File: config.mk
export PLATFORM = sky130hd
export DESIGN_NAME = block_ctrl_flat
export DESIGN_NICKNAME = d
export VERILOG_FILES = /design/src/logic/corr_pkg.sv /design/src/logic/corr_ctrl_if.sv /design/src/logic/block_ctrl.sv /design/src/flat_wrapper.sv
export SDC_FILE = /design/constraint.sdc
export NUM_CORES = 1
export LEC_CHECK = 0
export BUFFER_PORTS_ARGS = -buffer_cell sky130_fd_sc_hd__buf_2
export CORE_MARGIN = 2
export CORE_UTILIZATION = 45
export DETAILED_ROUTE_END_ITERATION = 16
export GPL_ROUTABILITY_DRIVEN = 0
export PLACE_DENSITY = 0.7
export SKIP_CTS_REPAIR_TIMING = 1
export SYNTH_ARGS = -nofsm -noshare
export SYNTH_HDL_FRONTEND = slang
export SYNTH_SLANG_ARGS = --single-unit
File: constraint.sdc
create_clock -name sram_ck_i -period 3.7 [get_ports sram_ck_i]
set_clock_uncertainty 0.1 [all_clocks]
set_input_delay 0.37 -clock sram_ck_i [delete_from_list [all_inputs] [get_ports sram_ck_i]]
set_output_delay 0.37 -clock sram_ck_i [all_outputs]
set_load 0.02 [all_outputs]
File: src/logic/corr_pkg.sv
package corr_pkg;

   // -------------------------------------------------------------------------
   // Widths
   // -------------------------------------------------------------------------
   localparam int ACCUM     = 24;              // Accumulator width
   localparam int IBITS     = 24;              // Number of antennas
   localparam int TRATE     = 12;              // Ticks per sweep
   localparam int TBITS     = 4;               // Tick counter width
   localparam int XBITS     = 4;               // Bank address width
   localparam int NCORR     = 4;               // Correlators on one stream
   localparam int SEL_BITS  = 3;               // Correlator index plus Re/Im bit
   localparam int ANT_BITS  = 5;               // Antenna index width
   localparam int PAIR_BITS = 2 * ANT_BITS;    // One packed pair-table entry

   // Agreement rule, each increment sums two 1-bit agreements
   localparam int INC_BITS  = 2;               // Increment is 0, 1 or 2

   // -------------------------------------------------------------------------
   // Types
   // -------------------------------------------------------------------------
   typedef logic [ACCUM-1:0]     acc_t;
   typedef logic [2*ACCUM-1:0]   vis_t;        // {imag, real}
   typedef logic [IBITS-1:0]     sample_t;     // One bit per antenna
   typedef logic [TBITS-1:0]     tick_t;
   typedef logic [XBITS-1:0]     bank_t;
   typedef logic [INC_BITS-1:0]  inc_t;

   // Read-back address, {bank, tick, correlator, component}
   typedef logic [XBITS+TBITS+SEL_BITS-1:0] sram_adr_t;

   typedef logic [ANT_BITS-1:0]  ant_t;

   // Entry t sits at bits [t*PAIR_BITS +: PAIR_BITS], first antenna high
   typedef logic [TRATE*PAIR_BITS-1:0] pair_tab_t;

endpackage
File: src/logic/corr_ctrl_if.sv
`timescale 1ns/1ps

interface corr_ctrl_if import corr_pkg::*; ();

   // Read side, valid in the cycle the sample is on re_i/im_i
   logic  rd_en;                               // Sample processed this cycle
   tick_t rd_tick;                             // Selects pair and accumulator
   logic  clear;                               // First sweep of a bank

   // Write side, rd_en/rd_tick/bank two cycles later
   logic  wr_en;
   tick_t wr_tick;
   bank_t wr_bank;

   modport ctrl (
      output rd_en, rd_tick, clear,
      output wr_en, wr_tick, wr_bank
   );

   modport blk (
      input  rd_en, rd_tick, clear,
      input  wr_en, wr_tick, wr_bank
   );

endinterface

File: src/logic/block_ctrl.sv
`timescale 1ns/1ps

module block_ctrl import corr_pkg::*; (
   input  logic      sram_ck_i,
   input  logic      reset_i,
   input  logic      en_i,                     // One pair-tick per cycle
   input  logic      sw_i,                     // Bank switch request
   corr_ctrl_if.ctrl ctl
);

   tick_t tick_q;
   bank_t bank_q;
   logic  sw_pend_q;                           // Switch waiting for tick 0
   logic  clear_q;
   logic  tick_last;
   logic  sw_apply;
   bank_t bank_rd;                             // Bank seen by this cycle's sample

   // Write-side delay line
   logic  en_d1_q, en_d2_q;
   tick_t tick_d1_q, tick_d2_q;
   bank_t bank_d1_q, bank_d2_q;

   assign tick_last = (tick_q == tick_t'(TRATE - 1));
   assign sw_apply  = sw_pend_q && (tick_q == '0);     // Only at sweep start
   assign bank_rd   = sw_apply ? bank_t'(bank_q + 1'b1) : bank_q;

   // -------------------------------------------------------------------------
   // Tick counter, bank and clear
   // -------------------------------------------------------------------------
   always_ff @(posedge sram_ck_i) begin
      if (reset_i) begin
         tick_q <= '0;
      end else if (en_i) begin
         tick_q <= tick_last ? '0 : tick_t'(tick_q + 1'b1);   // Wrap at TRATE-1
      end
   end

   always_ff @(posedge sram_ck_i) begin
      if (reset_i) begin
         bank_q    <= '0;
         sw_pend_q <= 1'b0;
         clear_q   <= 1'b1;                    // First sweep after reset clears
      end else begin
         sw_pend_q <= sw_i || (sw_pend_q && !sw_apply);
         if (sw_apply) begin
            bank_q  <= bank_rd;
            clear_q <= 1'b1;                   // Held for one full sweep
         end else if (en_i && tick_last) begin
            clear_q <= 1'b0;                   // Sweep done, accumulate from now
         end
      end
   end

   // 2-cycle copy for the write side
   always_ff @(posedge sram_ck_i) begin
      if (reset_i) begin
         en_d1_q   <= 1'b0;
         en_d2_q   <= 1'b0;
         tick_d1_q <= '0;
         tick_d2_q <= '0;
         bank_d1_q <= '0;
         bank_d2_q <= '0;
      end else begin
         en_d1_q   <= en_i;
         en_d2_q   <= en_d1_q;
         tick_d1_q <= tick_q;
         tick_d2_q <= tick_d1_q;
         bank_d1_q <= bank_rd;
         bank_d2_q <= bank_d1_q;
      end
   end

   assign ctl.rd_en   = en_i;
   assign ctl.rd_tick = tick_q;
   assign ctl.clear   = clear_q || sw_apply;   // Covers a switch at this tick 0
   assign ctl.wr_en   = en_d2_q;
   assign ctl.wr_tick = tick_d2_q;
   assign ctl.wr_bank = bank_d2_q;

endmodule

File: src/flat_wrapper.sv
// flat-port wrapper written by rule: the top's interface ports become plain ports
module block_ctrl_flat import corr_pkg::*;
  (sram_ck_i, reset_i, en_i, sw_i, ctl_rd_en, ctl_rd_tick, ctl_clear, ctl_wr_en, ctl_wr_tick, ctl_wr_bank);
  corr_ctrl_if ctl_i ();
  input  logic sram_ck_i;
  input  logic reset_i;
  input  logic en_i;
  input  logic sw_i;
  output wire logic [$bits(ctl_i.rd_en)-1:0] ctl_rd_en;
  output wire logic [$bits(ctl_i.rd_tick)-1:0] ctl_rd_tick;
  output wire logic [$bits(ctl_i.clear)-1:0] ctl_clear;
  output wire logic [$bits(ctl_i.wr_en)-1:0] ctl_wr_en;
  output wire logic [$bits(ctl_i.wr_tick)-1:0] ctl_wr_tick;
  output wire logic [$bits(ctl_i.wr_bank)-1:0] ctl_wr_bank;
  assign ctl_rd_en = ctl_i.rd_en;
  assign ctl_rd_tick = ctl_i.rd_tick;
  assign ctl_clear = ctl_i.clear;
  assign ctl_wr_en = ctl_i.wr_en;
  assign ctl_wr_tick = ctl_i.wr_tick;
  assign ctl_wr_bank = ctl_i.wr_bank;
  block_ctrl u_core (.sram_ck_i(sram_ck_i), .reset_i(reset_i), .en_i(en_i), .sw_i(sw_i), .ctl(ctl_i));
endmodule
==> results of run 1 <==
[layer usage]
layer	up-vias	wire length (um)	part of all wire
met5	-	0	0
met4	0	44	0.032
met3	6	75	0.054
met2	19	576	0.42
met1	272	690	0.50
li1	336	-	-
[stage by stage]
step,worst slack (ns),instance area (um2),utilization
2_1_floorplan,1.77,971,-
3_3_place_gp,1.79,1060,0.530
3_5_place_dp,1.74,1060,0.530
4_1_cts,1.36,1110,0.556
5_1_grt,1.28,1110,0.556
6_report,1.37,1110,0.556
[how the worst max path moves through the flow]
stage	startpoint	end	slack [ns]	cells after the start
6_report	u_core.ctl.rd_tick[0]$_SDFFE_PP0P_	ctl_clear	1.37	5
5_1_grt	u_core.ctl.rd_tick[0]$_SDFFE_PP0P_	ctl_clear	1.28	5
4_1_cts	u_core.ctl.rd_tick[0]$_SDFFE_PP0P_	ctl_clear	1.36	5
3_5_place_dp	u_core.ctl.rd_tick[0]$_SDFFE_PP0P_	ctl_clear	1.74	5
3_3_place_gp	u_core.ctl.rd_tick[0]$_SDFFE_PP0P_	ctl_clear	1.79	5
2_1_floorplan	u_core.ctl.rd_tick[0]$_SDFFE_PP0P_	ctl_clear	1.77	5
[kinds of logic (layout without fill, tap and decap cells)]
group / count (synthesis) / after routing / synth area share
and+or+nand+nor: 36 / 36 / 0.207
DFF: 28 / 28 / 0.577
AOI/OAI and AO/OA: 13 / 13 / 0.0902
buffers and inverters: 9 / 25 / 0.0464
adders and majority gates: 3 / 3 / 0.0387
muxes: 3 / 3 / 0.0309
xor gates and xnor gates: 1 / 1 / 0.00902
[critical path, cell delays in order (launching register included)]
cell and delay, ns:
dfxtp_1 0.43, inv_1 0.10, ha_1 0.21, and4bb_1 0.32
or2_2 0.31, buf_2 0.16
[power groups by stage]
| stage | registers (uW) | logic [uW] | clock network, uW |
|---|---|---|---|
| after global routing | 317 | 42.3 | 210 |
| after CTS | 316 | 37.5 | 200 |
| after global placement | 322 | 36.0 | 0 |
| after floorplan | 326 | 25.6 | 0 |
| after detailed placement | 323 | 37.3 | 0 |
| final | 316 | 37.2 | 193 |
[cells in the mapped netlist]
| library cell | number | share of area |
|---|---|---|
| or3b_2 | 1 | 0.0090 |
| nand4b_1 | 1 | 0.0090 |
| o21ai_0 | 2 | 0.010 |
| a31o_2 | 1 | 0.0090 |
| ha_1 | 3 | 0.039 |
| a211o_1 | 1 | 0.0090 |
| buf_6 | 1 | 0.012 |
| a21boi_0 | 1 | 0.0077 |
| a21oi_1 | 4 | 0.021 |
| and4b_1 | 1 | 0.010 |
| or2_2 | 1 | 0.0064 |
| a21o_1 | 1 | 0.0077 |
| buf_1 | 1 | 0.0039 |
| nand2_1 | 4 | 0.015 |
| inv_1 | 3 | 0.012 |
| and4bb_1 | 1 | 0.013 |
| xnor2_1 | 1 | 0.0090 |
| and3_1 | 1 | 0.0064 |
| a31o_1 | 1 | 0.0090 |
| dfxtp_1 | 28 | 0.58 |
| nand3_1 | 1 | 0.0051 |
| buf_4 | 1 | 0.0077 |
| nor2_1 | 11 | 0.043 |
| o211ai_1 | 1 | 0.0077 |
| a21oi_2 | 1 | 0.0090 |
| mux2i_1 | 3 | 0.031 |
| clkbuf_1 | 3 | 0.012 |
| nor2b_1 | 12 | 0.077 |
| nand2b_1 | 2 | 0.013 |
[cells in the final DEF (no fill, tap or decap)]
master     synthesis  final
nor2b_1           12     12
xnor2_1            1      1
a21boi_0           1      1
or3b_2             1      1
a211o_1            1      1
bufinv_16          0      1
nand2_1            4      4
buf_2              0     18
ha_1               3      3
a21oi_2            1      1
a31o_1             1      1
clkbuf_4           0      3
o211ai_1           1      1
and3_1             1      1
and4bb_1           1      1
nand4b_1           1      1
and4b_1            1      1
nand3_1            1      1
inv_1              3      3
a31o_2             1      1
nor2_1            11     11
a21o_1             1      1
mux2i_1            3      3
dfxtp_1           28     28
o21ai_0            2      2
a21oi_1            4      4
nand2b_1           2      2
or2_2              1      1
[final cells by class]
| cell class | count | area, um2 | area share |
|---|---|---|---|
| repair buffers | 18 | 90.1 | 0.0809 |
| clock inverters | 1 | 30.0 | 0.0270 |
| well taps | 27 | 33.8 | 0.0303 |
| clock buffers | 3 | 22.5 | 0.0202 |
| inverters | 3 | 11.3 | 0.0101 |
| multi-input cells | 56 | 365 | 0.328 |
| flip-flops and latches | 28 | 561 | 0.503 |
[sequential cells by signal (all words and copies together), names as in the netlist]
name                flops
u_core.clear_q          1
u_core.tick_d1_q        4
u_core.ctl.wr_bank      4
u_core.ctl.wr_tick      4
u_core.bank_q           4
u_core.bank_d1_q        4
u_core.sw_pend_q        1
u_core.ctl.rd_tick      4
u_core.ctl.wr_en        1
u_core.en_d1_q          1
==> results.cfg, run 1 <==
[run_status]
status = complete, no violations

[power_and_ir_drop]
ir_drop_mv = 0.271
powerDensity_nw_per_um2 = 491
p_comb_frac = 0.068
power.total_uw = 546
power.internal_uw = 435
power.switching_uw = 111
seq_power_share = 0.578
clkPwrFrac = 0.354
p_leak_uw = 0.000500
switching_share = 0.204

[sta]
hold_violations = 0
period_share = 0.629
max_freq_ghz = 0.430
drv_slew = 0
worst_slew_pin_slew_ns = 0.446
hold_ws_ns = 0.149
setup_tns_ns = 0
min_period_ns = 2.33
setup_viol = 0
rsz0062_at_grt = no
max_slew_margin = 0.703

[floorplanning]
die_height_um = 50.5
fp.dieW_um = 50.5
ios = 19
core_um2 = 2000
start_util = 0.485
rows = 16
dieArea_um2 = 2550

[layout]
final_nets = 117
nFillCells = 183
drive_gt1_frac = 0.239
stdcell_count = 136
syn_to_final_growth_pct = 14.7
antenna_cells = 0

[clock_network]
clk_latency_ns = 0.32
clockBufferDepth = 2
cts-root-buf = clkbuf_4
cts_tree = built
clock_sinks = 28
cts_buffers = 3
cts.htree.levels = 1
clkSlewWorstSetupHoldPaths_ns = 0.14

[global_route]
grt_max_degree = 28
grt_pass1_vias = 568
gr-usage-met3 = 0.0298
gr-total-overflow = 0
grt_pass1_wl_um = 2390
grt_use_met1 = 0.158
grt_use_met2 = 0.189
grt.busiest_layer = met2
antenna_found_initial = 0
gr-usage-all-layers = 0.129

[placed_design]
dpl.cell_count = 132
port_buffers = 18
place.detailed.hpwl_um = 968

[detailed_routing]
ant_nets = 0
post-route-drc-count = 0
wl_per_cell_um = 10.2
first_iter_violations = 11
routed_wl_um = 1390
first_pass_iters = 4
vias = 633
viasPerCell = 4.65

[logic_synthesis]
synth.distinct_cells = 29
syn_inst = 93
ys_ff_latch = 28
avgSynthCellArea_um2 = 10.4
syn-num-nets = 100
yosysSeqAreaShare = 0.577
syn-cell-area_um2 = 971
yosysWarnings = 0

[hold_path]
whs_path_depth = 3
worstHoldEndpoint = u_core.sw_pend_q$_SDFF_PP0_
hold_class = input port to register
holdCritStartpoint = sw_i

[worst_setup_path]
rr_worst_depth = 5
critPathKind = register to output pin
critPathLaunchType = register
regToRegSetupSlack_ns = 2.09
cp.required_ns = 3.23
critical_path_arrival_ns = 1.86
crit_fanout = 9
r2r_end = u_core.bank_d1_q[1]$_SDFF_PP0_
reg2reg_from = u_core.ctl.rd_tick[0]$_SDFFE_PP0P_
crit_path_end_kind = output pin

[flow_run]
drv_cap = 0
No activity file was read; power rests on OpenSTA's default activity.
==> run 2: changes to the inputs <==
--- a/config.mk
+++ b/config.mk
@@ -5,12 +5,13 @@
 export SDC_FILE = /design/constraint.sdc
 export NUM_CORES = 1
 export LEC_CHECK = 0
+export ABC_AREA = 1
 export BUFFER_PORTS_ARGS = -buffer_cell sky130_fd_sc_hd__buf_2
 export CORE_MARGIN = 2
 export CORE_UTILIZATION = 45
 export DETAILED_ROUTE_END_ITERATION = 16
 export GPL_ROUTABILITY_DRIVEN = 0
-export PLACE_DENSITY = 0.7
+export PLACE_DENSITY = 0.73
 export SKIP_CTS_REPAIR_TIMING = 1
 export SYNTH_ARGS = -nofsm -noshare
 export SYNTH_HDL_FRONTEND = slang
==> constraint.sdc (replaced) <==
create_clock -name sram_ck_i -period 2 [get_ports sram_ck_i]
set_clock_uncertainty 0.1 [all_clocks]
set_input_delay 0.2 -clock sram_ck_i [delete_from_list [all_inputs] [get_ports sram_ck_i]]
set_output_delay 0.2 -clock sram_ck_i [all_outputs]
set_load 0.02 [all_outputs]
==> run 2 against run 1 <==
Count of clock-buffer cells in the layout unchanged. Clock power is 87% higher. Die area shrank 0.95%. Sequential share of layout area fell by 0.45 points. Sequential cell count did not move. Combinational power rose by 120%. Critical endpoint unchanged. Largest power group unchanged.
==> results.cfg, run 2 <==
[logic_synthesis]
synth_common_cells = dfxtp_1 (28), nor2_1 (18), nand2_1 (17), inv_1 (16), a21oi_1 (10)
yosysWarnings = 0
synthArstFlopShare = 0
ys_ff_latch = 28
yosys.area.top_type = dfxtp_1
syn-cell-area_um2 = 961
synth_edf_count = 0
avgSynthCellArea_um2 = 8.66
yosysSeqAreaShare = 0.583
yosysMostFrequentCell = dfxtp_1
synth_area_leaders = dfxtp_1 (58%), nor2_1 (7.0%), nand2_1 (6.6%)
syn-num-nets = 118
synth.distinct_cells = 18
syn_inst = 111
ys.flop_type = dfxtp_1
yosys.area.top_type_share = 0.583

[detailed_routing]
ant_nets = 0
post-route-drc-count = 0
first_iter_violations = 11
routed_wl_um = 1480
first_pass_iters = 4
vias = 702
viasPerCell = 4.47
wl_per_cell_um = 9.43

[layout]
antenna_cells = 0
nFillCells = 178
drive_gt1_frac = 0.215
final_common_cell = dfxtp_1
syn_to_final_growth_pct = 17.2
final_nets = 138
layout_common_cells = dfxtp_1 (27), nor2_1 (18), buf_2 (18)
final_util = 0.568

[floorplanning]
dieArea_um2 = 2520
fp.dieW_um = 50.2
start_util = 0.485
ios = 19
rows = 16
die_height_um = 50.2
core_um2 = 1980

[clock_network]
clock_sinks = 28
clk_latency_ns = 0.33
cts.htree.levels = 1
clkSlewWorstSetupHoldPaths_ns = 0.13
cts-root-buf = clkbuf_4
cts_tree = built
cts_buffers = 3
clockBufferDepth = 2

[sta]
hold_violations = 0
setup_tns_ns = 0
setup_viol = 0
rsz0062_at_grt = no
max_freq_ghz = 0.532
period_share = 0.940
max_slew_margin = 0.723
min_period_ns = 1.88
drv_slew = 0
worst_slew_pin_slew_ns = 0.416

[placed_design]
place.detailed.hpwl_um = 1030
port_buffers = 18

[flow_run]
drv_cap = 0

[power_and_ir_drop]
ir_drop_mv = 0.469
powerDensity_nw_per_um2 = 913
switching_share = 0.215
power.internal_uw = 807
seq_power_share = 0.571
p_comb_frac = 0.078
clkPwrFrac = 0.350
p_leak_uw = 0.000518
power.switching_uw = 221

[worst_setup_path]
crit_path_end_kind = output pin
critical_path_arrival_ns = 1.58
crit_fanout = 5
critPathKind = register to output pin
cp.required_ns = 1.70
critPathLaunchType = register

[global_route]
gr-total-overflow = 0
grt_max_degree = 26
antenna_found_initial = 0
grt_pass1_vias = 570
gr-usage-all-layers = 0.129
grt_pass1_wl_um = 2420

[hold_path]
hold_class = input port to register

[run_status]
status = complete, no violations
[run 2: final cells by class]
class | count | area (um2) | share of cell area
tap | 27 | 33.8 | 0.0300
timing repair buffer | 19 | 100 | 0.0889
clock buffer | 3 | 22.5 | 0.0200
sequential | 28 | 562 | 0.499
clock inverter | 1 | 30.0 | 0.0267
inverter | 18 | 67.6 | 0.0600
multi-input combinational | 61 | 310 | 0.276
[run 2: logic make-up after synthesis]
kind of cell,Yosys count,share of synthesized area
AOI/OAI and AO/OA,12,0.0690
xor gates and xnor gates,1,0.00912
adders and majority gates,3,0.0391
buffers and inverters,22,0.0938
DFF,28,0.583
and+or+nand+nor,45,0.206
[run 2: critical path: stages, from the launching register on]
cell	delay, ns
dfxtp_1	0.40
inv_1	0.08
ha_1	0.20
nand3_2	0.10
nor2_4	0.05
or2_2	0.26
buf_2	0.16
[run 2: final timing paths]
| check | slack [ns] | depth (start not counted) | end | from |
|---|---|---|---|---|
| max | 0.12 | 6 | ctl_clear | u_core.ctl.rd_tick[1]$_SDFFE_PP0P_ |
| min | 0.09 | 3 | u_core.en_d1_q$_SDFF_PP0_ | en_i |
| max reg2reg | 0.68 | 5 | u_core.bank_d1_q[2]$_SDFF_PP0_ | u_core.ctl.rd_tick[1]$_SDFFE_PP0P_ |
| min reg2reg | 0.31 | 2 | u_core.ctl.wr_tick[1]$_SDFF_PP0_ | u_core.tick_d1_q[1]$_SDFF_PP0_ |
[run 2: power groups by stage]
| stage | clock network [uW] | logic [uW] | registers [uW] |
|---|---|---|---|
| floorplan | 0 | 49.8 | 608 |
| global placement | 0 | 77.7 | 598 |
| detailed placement | 0 | 79.0 | 599 |
| CTS | 367 | 79.4 | 587 |
| global route | 394 | 89.9 | 591 |
| finish | 360 | 80.6 | 588 |
[run 2: layer usage]
metal,up-vias,track usage,part of all wire
met5,-,0,0
met4,0,0.0972,0.028
met3,6,0.0268,0.059
met2,19,0.180,0.43
met1,296,0.174,0.48
li1,381,-,-
[run 2: metrics by stage]
step                      hold WS [ns]  power (uW)  area (um2)  cells  setup slack (ns)
final                           0.0882        1030        1130    157             0.120
after global routing            0.0797        1070        1130    157            0.0143
after CTS                      -0.0178        1030        1110    156            0.0693
after detailed placement         0.292         678        1060    152             0.452
after global placement           0.290         676        1060    152             0.496
after floorplan                  0.217         658         961    111             0.449
